$ cat config.mk
export PLATFORM = sky130hd
export DESIGN_NAME = sd_cmd_host
export DESIGN_NICKNAME = d
export VERILOG_FILES = /design/src/hw/sd_cmd_pkg.sv /design/src/hw/cmd_link_if.sv /design/src/hw/sd_host_regs.sv /design/src/hw/cmd_queue_crc.sv /design/src/hw/cmd_line_phy.sv /design/src/hw/sd_cmd_host.sv
export VERILOG_INCLUDE_DIRS = /design/src /design/src/hw
export SDC_FILE = /design/constraint.sdc
export NUM_CORES = 1
export LEC_CHECK = 0
export CELL_PAD_IN_SITES_DETAIL_PLACEMENT = 2
export CELL_PAD_IN_SITES_GLOBAL_PLACEMENT = 2
export CORE_UTILIZATION = 43
export DETAILED_ROUTE_END_ITERATION = 8
export DONT_BUFFER_PORTS = 1
export GPL_TIMING_DRIVEN = 0
export PLACE_DENSITY_LB_ADDON = 0.1
export RECOVER_POWER = 100
export SYNTH_ARGS = -nofsm -noshare
export SYNTH_HDL_FRONTEND = slang
export SYNTH_SLANG_ARGS = --single-unit
$ cat constraint.sdc
create_clock -name clk -period 6.1 [get_ports clk]
set_input_delay 0.61 -clock clk [delete_from_list [all_inputs] [get_ports clk]]
set_output_delay 0.61 -clock clk [all_outputs]
set_load 0.01 [all_outputs]
$ cat src/hw/sd_cmd_cfg.svh
// configuration macros of the SD command path
// queue depth, card clock divider, response timeout, register map

`ifndef SD_CMD_CFG_SVH
`define SD_CMD_CFG_SVH

`default_nettype none

// queue slots, one bus credit per slot
`define CMD_QUEUE_DEPTH 4

`define SD_CLK_DIV      4   // clk cycles per sd_clk half period
`define RESP_TIMEOUT    64  // sd_clk periods up to the response start bit

// word addresses on the host bus
`define REG_ARG         4'd0
`define REG_CMD         4'd1
`define REG_RESP        4'd2
`define REG_STATUS      4'd3

`default_nettype wire

`endif

$ cat src/hw/sd_cmd_pkg.sv
// shared types of the SD command path
// token union, queue entry, response record, status bit map, CRC7 step

`default_nettype none

package sd_cmd_pkg;

   ////////////////////////////////////////
   // 48-bit command / response token
   ////////////////////////////////////////
   typedef struct packed {
      logic        start;   // always 0
      logic        dir;     // 1 host to card
      logic [5:0]  index;
      logic [31:0] arg;
      logic [6:0]  crc;
      logic        stop;    // end bit, always 1
   } sd_fields_t;

   typedef union packed {
      sd_fields_t  f;
      logic [47:0] raw;     // shift view, MSB goes out first
   } sd_token_t;

   typedef struct packed {
      logic [5:0]  index;
      logic [31:0] arg;
   } cmd_entry_t;

   typedef struct packed {
      logic [5:0]  index;
      logic [31:0] arg;
      logic        timeout;
      logic        crc_error;
      logic        index_error;
   } resp_info_t;

   // status register layout
   localparam int STAT_COMPLETE     = 0;
   localparam int STAT_TIMEOUT      = 1;
   localparam int STAT_CRC_ERR      = 2;
   localparam int STAT_INDEX_ERR    = 3;
   localparam int STAT_REJECTED     = 4;
   localparam int STAT_CREDIT_LSB   = 8;
   localparam int STAT_CREDIT_MSB   = 11;
   localparam int STAT_RESP_IDX_LSB = 16;
   localparam int STAT_RESP_IDX_MSB = 21;

   // one bit of CRC7, x^7 + x^3 + 1
   function automatic logic [6:0] crc7_step(input logic [6:0] crc, input logic din);
      logic fb;
      fb = crc[6] ^ din;
      crc7_step = {crc[5:0], 1'b0} ^ (fb ? 7'h09 : 7'h00);
   endfunction

endpackage

`default_nettype wire

$ cat src/hw/cmd_link_if.sv
// links inside the SD command path
// cmd_req_if: register bank to queue, requests and credits
// cmd_res_if: queue and register bank to line engine, tokens and results

`timescale 1ns/1ps
`default_nettype none

interface cmd_req_if;
   logic                   req_valid;     // one cycle per command
   sd_cmd_pkg::cmd_entry_t req_entry;
   logic                   credit_return; // one cycle per finished command

   modport regs_side  (output req_valid, req_entry, input credit_return);
   modport queue_side (input req_valid, req_entry, output credit_return);
endinterface

interface cmd_res_if;
   logic                   tok_valid;
   sd_cmd_pkg::sd_token_t  tok;
   logic                   phy_busy;
   logic                   done;          // one cycle, result valid
   sd_cmd_pkg::resp_info_t result;

   modport queue_side (output tok_valid, tok, input phy_busy, done);
   modport phy_side   (input tok_valid, tok, output phy_busy, done, result);
   modport regs_side  (input done, result);
endinterface

`default_nettype wire

$ cat src/hw/sd_host_regs.sv
// host register bank of the SD command path
// argument, response and status registers, credit counter, irq

`timescale 1ns/1ps
`include "sd_cmd_cfg.svh"
`default_nettype none

module sd_host_regs (
   input  wire logic        clk,
   input  wire logic        rst_n,
   input  wire logic [3:0]  addrs,
   input  wire logic        wr_en,
   input  wire logic [31:0] wr_data,
   output logic      [31:0] rd_data,
   output logic             irq,
   cmd_req_if.regs_side     req,
   cmd_res_if.regs_side     res
);

   localparam int CRED_W = $clog2(`CMD_QUEUE_DEPTH + 1);

   logic [31:0]       arg_q;
   logic [31:0]       resp_arg_q;
   logic [5:0]        resp_idx_q;
   logic [4:0]        flags_q;     // sticky, cleared by writing ones
   logic [CRED_W-1:0] credits;
   logic              cmd_wr;
   logic              issue;
   logic              stat_wr;
   logic [4:0]        set_mask;
   logic [4:0]        clr_mask;
   logic [31:0]       status;

   assign cmd_wr  = wr_en && (addrs == `REG_CMD);
   assign stat_wr = wr_en && (addrs == `REG_STATUS);
   assign issue   = cmd_wr && (credits != '0);   // only with a free slot

   ////////////////////////////////////////
   // bus writes and request launch
   ////////////////////////////////////////
   always_ff @(posedge clk or negedge rst_n) begin
      if (!rst_n) begin
         arg_q         <= '0;
         req.req_valid <= 1'b0;
      end else begin
         req.req_valid <= issue;
         if (wr_en && addrs == `REG_ARG)
            arg_q <= wr_data;
      end
   end

   always_ff @(posedge clk) begin
      if (issue) begin
         req.req_entry.index <= wr_data[5:0];
         req.req_entry.arg   <= arg_q;
      end
   end

   // credits, one per queue slot
   always_ff @(posedge clk or negedge rst_n) begin
      if (!rst_n) begin
         credits <= CRED_W'(`CMD_QUEUE_DEPTH);
      end else begin
         case ({issue, req.credit_return})
            2'b10:   credits <= credits - 1'b1;
            2'b01:   credits <= credits + 1'b1;
            default: credits <= credits;  // none, or one out and one back
         endcase
      end
   end

   ////////////////////////////////////////
   // status flags and response capture
   ////////////////////////////////////////
   always_comb begin
      set_mask = '0;
      set_mask[sd_cmd_pkg::STAT_COMPLETE]  = res.done;
      set_mask[sd_cmd_pkg::STAT_TIMEOUT]   = res.done && res.result.timeout;
      set_mask[sd_cmd_pkg::STAT_CRC_ERR]   = res.done && res.result.crc_error;
      set_mask[sd_cmd_pkg::STAT_INDEX_ERR] = res.done && res.result.index_error;
      set_mask[sd_cmd_pkg::STAT_REJECTED]  = cmd_wr && (credits == '0);
      clr_mask = stat_wr ? wr_data[4:0] : 5'b0;
   end

   always_ff @(posedge clk or negedge rst_n) begin
      if (!rst_n) begin
         flags_q    <= '0;
         resp_arg_q <= '0;
         resp_idx_q <= '0;
      end else begin
         flags_q <= (flags_q & ~clr_mask) | set_mask;  // set wins
         if (res.done && !res.result.timeout) begin
            resp_arg_q <= res.result.arg;
            resp_idx_q <= res.result.index;
         end
      end
   end

   assign irq = |flags_q;

   // read side
   always_comb begin
      status = '0;
      status[sd_cmd_pkg::STAT_REJECTED:sd_cmd_pkg::STAT_COMPLETE] = flags_q;
      status[sd_cmd_pkg::STAT_CREDIT_MSB:sd_cmd_pkg::STAT_CREDIT_LSB] = 4'(credits);
      status[sd_cmd_pkg::STAT_RESP_IDX_MSB:sd_cmd_pkg::STAT_RESP_IDX_LSB] = resp_idx_q;
      case (addrs)
         `REG_ARG:    rd_data = arg_q;
         `REG_RESP:   rd_data = resp_arg_q;
         `REG_STATUS: rd_data = status;
         default:     rd_data = '0;   // REG_CMD is write only
      endcase
   end

endmodule

`default_nettype wire

$ cat src/hw/cmd_queue_crc.sv
// command queue with CRC7 and token builder
// circular buffer of entries, registered token stage, credit return

`timescale 1ns/1ps
`include "sd_cmd_cfg.svh"
`default_nettype none

module cmd_queue_crc (
   input wire logic      clk,
   input wire logic      rst_n,
   cmd_req_if.queue_side req,
   cmd_res_if.queue_side res
);

   localparam int PTR_W = $clog2(`CMD_QUEUE_DEPTH);
   localparam int CNT_W = $clog2(`CMD_QUEUE_DEPTH + 1);

   sd_cmd_pkg::cmd_entry_t mem [`CMD_QUEUE_DEPTH];
   logic [PTR_W-1:0]       wr_ptr;
   logic [PTR_W-1:0]       rd_ptr;
   logic [CNT_W-1:0]       count;
   sd_cmd_pkg::cmd_entry_t head;
   logic                   tok_loaded;    // output stage holds the head token
   logic                   take;          // phy accepts this cycle
   logic [39:0]            crc_bits;
   logic [6:0]             crc_calc;
   sd_cmd_pkg::sd_token_t  tok_next;
   sd_cmd_pkg::sd_token_t  tok_q;

   assign head = mem[rd_ptr];
   assign take = res.tok_valid;

   ////////////////////////////////////////
   // circular buffer
   ////////////////////////////////////////
   always_ff @(posedge clk) begin
      if (req.req_valid)
         mem[wr_ptr] <= req.req_entry;
   end

   always_ff @(posedge clk or negedge rst_n) begin
      if (!rst_n) begin
         wr_ptr <= '0;
         rd_ptr <= '0;
         count  <= '0;
      end else begin
         if (req.req_valid)
            wr_ptr <= wr_ptr + 1'b1;   // credits keep this off a full queue
         if (take)
            rd_ptr <= rd_ptr + 1'b1;
         count <= count + CNT_W'(req.req_valid) - CNT_W'(take);
      end
   end

   // token of the head entry, CRC over the first 40 bits
   always_comb begin
      crc_bits = {1'b0, 1'b1, head.index, head.arg};
      crc_calc = '0;
      for (int i = 39; i >= 0; i--)
         crc_calc = sd_cmd_pkg::crc7_step(crc_calc, crc_bits[i]);
      tok_next.f.start = 1'b0;
      tok_next.f.dir   = 1'b1;
      tok_next.f.index = head.index;
      tok_next.f.arg   = head.arg;
      tok_next.f.crc   = crc_calc;
      tok_next.f.stop  = 1'b1;
   end

   ////////////////////////////////////////
   // output stage
   ////////////////////////////////////////
   always_ff @(posedge clk or negedge rst_n) begin
      if (!rst_n)
         tok_loaded <= 1'b0;
      else if (take)
         tok_loaded <= 1'b0;
      else if (!tok_loaded && count != '0)
         tok_loaded <= 1'b1;
   end

   always_ff @(posedge clk) begin
      if (!tok_loaded)
         tok_q <= tok_next;
   end

   assign res.tok_valid = tok_loaded && !res.phy_busy;
   assign res.tok       = tok_q;

   assign req.credit_return = res.done;  // slot is free once the command is over

endmodule

`default_nettype wire

$ cat src/hw/cmd_line_phy.sv
// command line engine
// sd_clk divider, token serializer, response receiver with timeout,
// CRC7 and index checks of the R1 response

`timescale 1ns/1ps
`include "sd_cmd_cfg.svh"
`default_nettype none

module cmd_line_phy (
   input  wire logic   clk,
   input  wire logic   rst_n,
   input  wire logic   cmd_in,
   output logic        sd_clk,
   output logic        cmd_out,
   output logic        cmd_oe,
   cmd_res_if.phy_side res
);

   localparam int DIV_W = $clog2(`SD_CLK_DIV);
   localparam int TMO_W = $clog2(`RESP_TIMEOUT);

   typedef enum logic [1:0] {S_IDLE, S_SEND, S_WAIT, S_RECV} phy_state_t;

   phy_state_t             state;
   logic [DIV_W-1:0]       div_cnt;
   logic                   sd_clk_q;
   logic                   tick;
   logic                   rise;
   logic                   fall;
   logic                   tmo_last;
   logic                   rx_last;
   logic                   finish;
   logic [5:0]             bit_cnt;    // tx and rx bit position
   logic [TMO_W-1:0]       tmo_cnt;
   logic [47:0]            tx_sr;
   sd_cmd_pkg::sd_token_t  rx_tok;
   sd_cmd_pkg::sd_token_t  rx_word;
   logic [6:0]             rx_crc;
   logic [5:0]             sent_idx;
   logic                   cmd_out_q;
   logic                   cmd_oe_q;
   logic                   done_q;
   sd_cmd_pkg::resp_info_t result_q;

   assign tick     = (state != S_IDLE) && (div_cnt == DIV_W'(`SD_CLK_DIV - 1));
   assign rise     = tick && !sd_clk_q;
   assign fall     = tick && sd_clk_q;
   assign tmo_last = (state == S_WAIT) && cmd_in && (tmo_cnt == TMO_W'(`RESP_TIMEOUT - 1));
   assign rx_last  = (state == S_RECV) && (bit_cnt == 6'd47);
   assign finish   = rise && (tmo_last || rx_last);

   assign rx_word.raw = {rx_tok.raw[46:0], cmd_in};

   ////////////////////////////////////////
   // card clock, runs only while busy
   ////////////////////////////////////////
   always_ff @(posedge clk or negedge rst_n) begin
      if (!rst_n) begin
         sd_clk_q <= 1'b0;
         div_cnt  <= '0;
      end else if (state == S_IDLE || finish) begin
         sd_clk_q <= 1'b0;    // park low, no edge at the end
         div_cnt  <= '0;
      end else if (tick) begin
         sd_clk_q <= !sd_clk_q;
         div_cnt  <= '0;
      end else begin
         div_cnt <= div_cnt + 1'b1;
      end
   end

   ////////////////////////////////////////
   // line FSM
   ////////////////////////////////////////
   always_ff @(posedge clk or negedge rst_n) begin
      if (!rst_n) begin
         state     <= S_IDLE;
         cmd_oe_q  <= 1'b0;
         cmd_out_q <= 1'b1;
         done_q    <= 1'b0;
         bit_cnt   <= '0;
         tmo_cnt   <= '0;
      end else begin
         done_q <= 1'b0;
         case (state)
            S_IDLE: if (res.tok_valid) begin
               state     <= S_SEND;
               cmd_oe_q  <= 1'b1;
               cmd_out_q <= res.tok.raw[47];  // start bit
               bit_cnt   <= '0;
            end
            S_SEND: if (fall) begin
               if (bit_cnt == 6'd47) begin  // end bit was sampled
                  state     <= S_WAIT;
                  cmd_oe_q  <= 1'b0;
                  cmd_out_q <= 1'b1;
                  tmo_cnt   <= '0;
               end else begin
                  cmd_out_q <= tx_sr[46];
                  bit_cnt   <= bit_cnt + 1'b1;
               end
            end
            S_WAIT: if (rise) begin
               if (!cmd_in) begin
                  state   <= S_RECV;
                  bit_cnt <= 6'd1;
               end else if (tmo_last) begin
                  state  <= S_IDLE;
                  done_q <= 1'b1;
               end else begin
                  tmo_cnt <= tmo_cnt + 1'b1;
               end
            end
            S_RECV: if (rise) begin
               bit_cnt <= bit_cnt + 1'b1;
               if (rx_last) begin
                  state  <= S_IDLE;
                  done_q <= 1'b1;
               end
            end
            default: state <= S_IDLE;
         endcase
      end
   end

   // shift registers, CRC and result record
   always_ff @(posedge clk) begin
      if (state == S_IDLE && res.tok_valid) begin
         tx_sr    <= res.tok.raw;
         sent_idx <= res.tok.f.index;
      end else if (state == S_SEND && fall) begin
         tx_sr <= {tx_sr[46:0], 1'b0};
      end
      if (rise && state == S_WAIT && !cmd_in) begin
         rx_tok.raw <= rx_word.raw;
         rx_crc     <= sd_cmd_pkg::crc7_step(7'd0, 1'b0);
      end else if (rise && state == S_RECV) begin
         rx_tok.raw <= rx_word.raw;
         if (bit_cnt < 6'd40)
            rx_crc <= sd_cmd_pkg::crc7_step(rx_crc, cmd_in);
      end
      if (rise && tmo_last) begin
         result_q         <= '0;
         result_q.timeout <= 1'b1;
      end else if (rise && rx_last) begin
         result_q.index       <= rx_word.f.index;
         result_q.arg         <= rx_word.f.arg;
         result_q.timeout     <= 1'b0;
         result_q.crc_error   <= rx_word.f.crc != rx_crc;
         result_q.index_error <= rx_word.f.index != sent_idx;
      end
   end

   assign sd_clk       = sd_clk_q;
   assign cmd_out      = cmd_out_q;
   assign cmd_oe       = cmd_oe_q;
   assign res.phy_busy = state != S_IDLE;
   assign res.done     = done_q;
   assign res.result   = result_q;

endmodule

`default_nettype wire

$ cat src/hw/sd_cmd_host.sv
// top level of the SD host command path
// register bank, command queue and line engine on two internal links

`timescale 1ns/1ps
`default_nettype none

module sd_cmd_host (
   input  wire logic        clk,
   input  wire logic        rst_n,
   // host bus, word addressed
   input  wire logic [3:0]  addrs,
   input  wire logic        wr_en,
   input  wire logic [31:0] wr_data,
   output logic      [31:0] rd_data,
   // card command line
   output logic             sd_clk,
   output logic             cmd_out,
   output logic             cmd_oe,
   input  wire logic        cmd_in,
   output logic             irq
);

   cmd_req_if req_link ();   // regs to queue
   cmd_res_if res_link ();   // tokens and results

   sd_host_regs u_regs (
      .clk     (clk),
      .rst_n   (rst_n),
      .addrs   (addrs),
      .wr_en   (wr_en),
      .wr_data (wr_data),
      .rd_data (rd_data),
      .irq     (irq),
      .req     (req_link.regs_side),
      .res     (res_link.regs_side)
   );

   cmd_queue_crc u_queue (
      .clk   (clk),
      .rst_n (rst_n),
      .req   (req_link.queue_side),
      .res   (res_link.queue_side)
   );

   cmd_line_phy u_phy (
      .clk     (clk),
      .rst_n   (rst_n),
      .cmd_in  (cmd_in),
      .sd_clk  (sd_clk),
      .cmd_out (cmd_out),
      .cmd_oe  (cmd_oe),
      .res     (res_link.phy_side)
   );

endmodule

`default_nettype wire

==> Word level (Yosys, flattened, before mapping) <==
Memories as Yosys holds them, arrays and structs flattened.
Index checks and enable logic that the tools add are counted.
{ "totals": {"register_bits": 336, "ramBits": 152, "inputBits": 40, "output_inout_bits": 36, "word_cells": 288, "n_memories": 1} }
{ "classes": {"n_addsub": 9, "order_cmp": 1, "eq_ne": 24, "muxes": 90, "n_bitwise": 80, "n_reduce_logical": 52} }
{ "memory_table": {"columns": ["name", "words", "width", "rd", "rd_clocked_by_memory_dff", "wr", "line", "source"], "rows": [
  ["u_queue.mem", 4, 38, 1, 0, 1, "cmd_queue_crc.sv:18", "sd_cmd_pkg::cmd_entry_t mem [`CMD_QUEUE_DEPTH];"]
]} }
{ "ops": {"columns": ["op", "n"], "rows": [
  ["$xor A7 B7 Y7", 38],
  ["$mux W4", 39],
  ["$pmux W32 S3", 1],
  ["$mux W45", 2],
  ["$mux W6", 11],
  ["$mux W47", 1],
  ["$mux W46", 1],
  ["$xor A1 B1 Y1", 37],
  ["$logic_and A1 B1 Y1", 25],
  ["$pmux W6 S4", 1],
  ["$mux W2", 10],
  ["$mux W1", 17],
  ["$reduce_bool A2 Y1", 8],
  ["$add A6 B1 Y6 const B", 2],
  ["$eq A6 B6 Y1 const B", 2],
  ["$ne A2 B1 Y1 const B", 6],
  ["$pmux W6 S2", 1],
  ["$reduce_and A6 Y1", 2],
  ["$eq A2 B2 Y1 const B", 4],
  ["$eq A4 B2 Y1 const B", 2],
  ["$ne A2 B2 Y1 const B", 4],
  ["$pmux W2 S4", 1],
  ["$ne A7 B7 Y1", 1],
  ["$reduce_and A7 Y1", 1],
  ["28 further kinds", 39]
]} }

==> Logic depth before layout (Yosys ltp) <==
An unclocked memory read counts as a cell.
{ "depth": {"ltp_word": 112, "depth_mapped": 10, "depth_no_buf": 9} }

==> Cells and area by module <==
Synthesis repeated with hierarchy kept, for this count alone.
{ "hier_totals": {"cells_unflattened": 1120, "area_unflattened_um2": 19312.3} }
{ "by_module_without_submodules": {"columns": ["mod", "n_inst", "cells_each", "area_each_um2", "seq_area_each_um2"], "rows": [
  ["cmd_queue_crc", 1, 348, 8116.5, 6115.9],
  ["cmd_line_phy", 1, 491, 6490.0, 4405.5],
  ["sd_host_regs", 1, 281, 4705.8, 3119.2]
]} }

==> Least setup slack after synthesis <==
Ideal clock, no wire load.
{ "synth_path": {"kind": "reg2reg", "startpoint": "register u_phy.div_cnt[0]", "endpoint": "register u_phy.bit_cnt[2]", "setup_ps": 83, "t_arrival_ps": 4152, "required_ps": 6017, "slack_ps": 1866, "path_stages_with_launch": 10, "path_buffers": 2, "synth_period_minus_slack_ps": 4234, "path_cell_list": "dfrtp_1 ha_1 clkbuf_1 nand3_1 a21oi_1 a21oi_1 clkbuf_1 nor3_1 a21oi_1 o21ai_0"} }
{ "synth_between": {"elab_chain_len": 5, "elab_cells_between_ends": 8, "classes_between": "eq/ne (4); reduce/logical (4)"} }
{ "synth_lines": {"columns": ["element", "line", "source"], "rows": [
  ["start: declaration", "cmd_line_phy.sv:25", "logic [DIV_W-1:0] div_cnt;"],
  ["start signal: assignment", "cmd_line_phy.sv:68", "div_cnt <= div_cnt + 1'b1;"],
  ["$eq A2 B2 Y1 (*)", "cmd_line_phy.sv:45", "assign tick = (state != S_IDLE) && (div_cnt == DIV_W'(`SD_CLK_DIV - 1));"],
  ["$logic_and A1 B1 Y1 (*)", "cmd_line_phy.sv:45", null],
  ["$logic_and A1 B1 Y1 (on tied branches)", "cmd_line_phy.sv:46, cmd_line_phy.sv:47", null],
  ["$ne A2 B1 Y1 (no source line)", null, null],
  ["$reduce_and A6 Y1 (no source line) (*)", null, null],
  ["end signal: assignment", "cmd_line_phy.sv:100", "bit_cnt <= bit_cnt + 1'b1;"],
  ["end signal: assignment", "cmd_line_phy.sv:115", "bit_cnt <= bit_cnt + 1'b1;"],
  ["end: declaration", "cmd_line_phy.sv:33", "logic [5:0] bit_cnt;"]
]} }
Mark *: on every way between the ends. The rest lies on a longest branch, timed or not.
A chain may end at the register's enable or synchronous reset.

==> metrics.md <==
| Metric | Value |
|---|---|
| Outcome | `complete, but fails checks` |
| Failing checks | `max-capacitance violations, max-slew violations` |
| Die X-Extent | `213.7 um` |
| R2R setup slack | `1.55 ns` |
| Via count | `9,673` |
| Final core utilization | `49.28%` |
| CP startpoint kind | `flip-flop` |
| H-Tree Depth | `2` |
| Setup CP Type | `flip-flop to flip-flop` |
| Tmin final | `4.549 ns` |
| Largest cells by area after synthesis | `edfxtp_1 (52%), dfrtp_1 (14%), mux2_2 (7.0%), dfxtp_1 (5.0%), mux4_2 (4.3%)` |
| Number of global-route vias before repair | `10,718` |
| Via-to-Cell Ratio | `5.283` |
| Die ar. | `45,680 sq um` |
| Slew Viols, Final | `401` |
| Yosys top cell area share | `51.87%` |
| Die height | `213.7 um` |
| Post_cts resized | `0` |
| Deepest clock path buffer count | `3` |
| Drt pass-1 iters | `5` |
| GR Overflow Total | `0` |
| Data required, critical path | `6.42 ns` |
| Dpl hpwl | `33.11 mm` |
| CTS tree | `built` |
| DRC | `0` |
| Yosys warns | `0` |
| Synth area leader | `edfxtp_1` |
| RR Startpoint | `u_queue.rd_ptr[1]$_DFFE_PN0P_` |
| RePlAce Congestion | `0.7640` |
| Pwr per Cell Area | `588.9 nW/um^2` |
| Mapped Nets | `1,180` |
| Port buffer count | `0` |
| Synth Register Bits | `488` |
| Layout Skew | `0.02370 ns` |
| Cell count after synthesis | `1,128` |
| Min-Delay Path Depth | `0` |
| Tot GR Track Use | `21.65%` |
| Register-to-Register Path Depth | `9` |
| Top FF cell, synth | `edfxtp_1` |
| Maximum clock rate | `0.2199 GHz` |
| CP Max Fanout | `10` |
| Post-route ant nets | `0` |
| Initial antenna violation count | `6` |
| Top Layer Used | `met5` |
| VDD IR max | `704.7 uV` |
| Placed Area | `20,190 sq um` |
| Met2 wire len | `24.12 mm` |
| CP endpoint kind | `flip-flop` |
| Largest net degree at the start of global routing | `108` |
| Clock Latency Late Sink | `0.60 ns` |
| Setup TNS Final | `0 ns` |
| M1 WL | `20.51 mm` |
| Met3 wire length | `1.710 mm` |
| Synth cell count leaders | `edfxtp_1 (333), mux2_2 (119), dfrtp_1 (105)` |
| Crit path launch | `u_queue.rd_ptr[1]$_DFFE_PN0P_` |
| CTS Buf Count | `53` |
| Clock root cell | `clkbuf_16` |
| Worst slew pin tran | `2.999 ns` |
| Post-Syn Area per Cell | `17.09 sq um` |
| Leakage power | `7.824 nW` |
| Share of layout cells above drive strength 1 | `20.55%` |
| Max-Slew Margin vs Limit | `-99.94%` |
| Sequential cell area fraction in the yosys report | `70.76%` |
| Worst hold path class | `input pin to flip-flop` |
| Mapped Area | `19,280 sq um` |
| Drt initial violations | `476` |
| Post-synth ARST share | `21.93%` |
| Max Cap Viol | `12` |
| Initial core utilization | `43.60%` |
| WL per Instance | `25.97 um` |
| Core ar. | `44,220 sq um` |
| Netlist cell types | `53` |
| Final Cycle Share | `74.57%` |
| Min-delay src | `wr_data[1]` |
| Final hold viol count | `0` |
| First-pass GRT wire length | `70.80 mm` |
| Final wirelength | `47.54 mm` |
| Clock transition at the registers of the reported paths | `0.06 ns` |
| Clock Sinks | `488` |
| Area Growth Syn to Fin | `13.05%` |
| Ports | `76` |
| Worst Path Arrival | `4.87 ns` |
| Final setup fails | `0` |
| Final instance area | `21,790 sq um` |
| Final net count | `1,244` |
| RSZ-0062 raised after global routing | `false` |
| Most common cell in the netlist | `edfxtp_1` |
| EDFF count, synth | `333` |
| Std cell rows | `77` |
[cell families (layout without fill, tap and decap cells)]
| kind of cell | Yosys count | after routing | share of synthesized area (%) |
|---|---|---|---|
| other | 0 | 3 | 0 |
| buffers and inverters | 61 | 169 | 1.363 |
| muxes | 214 | 214 | 14.37 |
| and+or+nand+nor | 187 | 187 | 4.271 |
| adders and majority gates | 12 | 12 | 0.8567 |
| xor gates and xnor gates | 87 | 87 | 5.757 |
| AOI/OAI and AO/OA | 79 | 79 | 2.629 |
| DFF | 488 | 488 | 70.76 |
[registers in the layout (all words and copies together), names as in the netlist, 3 cells and up]
signal and cells:
u_phy.bit_cnt 6, u_phy.res.result 41, u_phy.rx_crc 7, u_phy.rx_tok 45, u_phy.sent_idx 6, u_phy.tmo_cnt 6, u_phy.tx_sr 47, u_queue.count 3
u_queue.mem 152, u_queue.res.tok 45, u_regs.arg_q 32, u_regs.credits 3, u_regs.flags_q 5, u_regs.req.req_entry 38, u_regs.resp_arg_q 32, u_regs.resp_idx_q 6
[layer usage]
layer,vias up,global-route usage (%)
met2,133,36.51
met4,6,7.586
li1,4354,-
met5,-,0
met1,5099,28.09
met3,81,4.028
[layout make-up]
cell class | count | area, sq um
antenna | 3 | 7.507
timing repair buffer | 9 | 41.29
inverter | 12 | 45.04
sequential | 488 | 13640
buffer | 49 | 214.0
clock inverter | 33 | 347.8
fill | 4020 | 22430
clock buffer | 66 | 1426
tap | 592 | 740.7
multi-input combinational | 579 | 5330
[path summary, 6_finish.rpt]
check                                                endpoint
min in group asynchronous         u_regs.arg_q[6]$_DFFE_PN0P_
max                              u_queue.res.tok[2]$_DFFE_PN_
min                        u_regs.req.req_entry[33]$_DFFE_PP_
max in group asynchronous          u_queue.count[0]$_DFF_PN0_
min reg2reg                        u_phy.rx_tok[28]$_DFFE_PP_
max reg2reg                      u_queue.res.tok[2]$_DFFE_PN_
[per-stage QoR]
stage,setup WS [ns],instances,power [W],hold slack [ns]
2_1_floorplan,1.866,1128,0.008674,0.3144
3_3_place_gp,-0.2465,1720,0.009776,0.3171
3_5_place_dp,2.209,1727,0.009912,0.3174
4_1_cts,2.173,1828,0.01327,0.07254
5_1_grt,1.226,1831,0.01347,0.08826
6_report,1.551,1831,0.01283,0.1027
[cell usage in the layout (no fill, tap or decap), types with 19 or more instances in the layout]
cell / n
clkbuf_1: 61
o21ai_0: 28
clkbuf_16: 54
xnor2_1: 37
xor2_1: 26
edfxtp_1: 333
mux4_2: 37
nand2_1: 59
dfxtp_1: 48
dfrtp_1: 105
nor2_1: 77
mux2_2: 117
mux2i_1: 57
a22o_1: 19
[what timing repair did]
action                     CTS  global route
buffers inserted             0             0
hold buffers                 2             0
hold endpoints to repair   107             0
setup endpoints to repair    0             0
[power by group]
group | internal [W] | switching [W]
sequential | 0.00432 | 0.000257
clock | 0.00195 | 0.00132
combinational | 0.00271 | 0.00227
[worst max-delay path, cell delays in order (launching register included)]
cell	delay [ns]
dfrtp_1	0.38
clkbuf_1	0.59
clkbuf_1	0.61
clkbuf_1	0.65
mux4_2	0.49
xnor2_1	0.39
xnor2_4	0.13
xnor2_2	0.16
xnor2_1	0.34
xor3_1	0.52
Power figures use the tool's default switching activity.
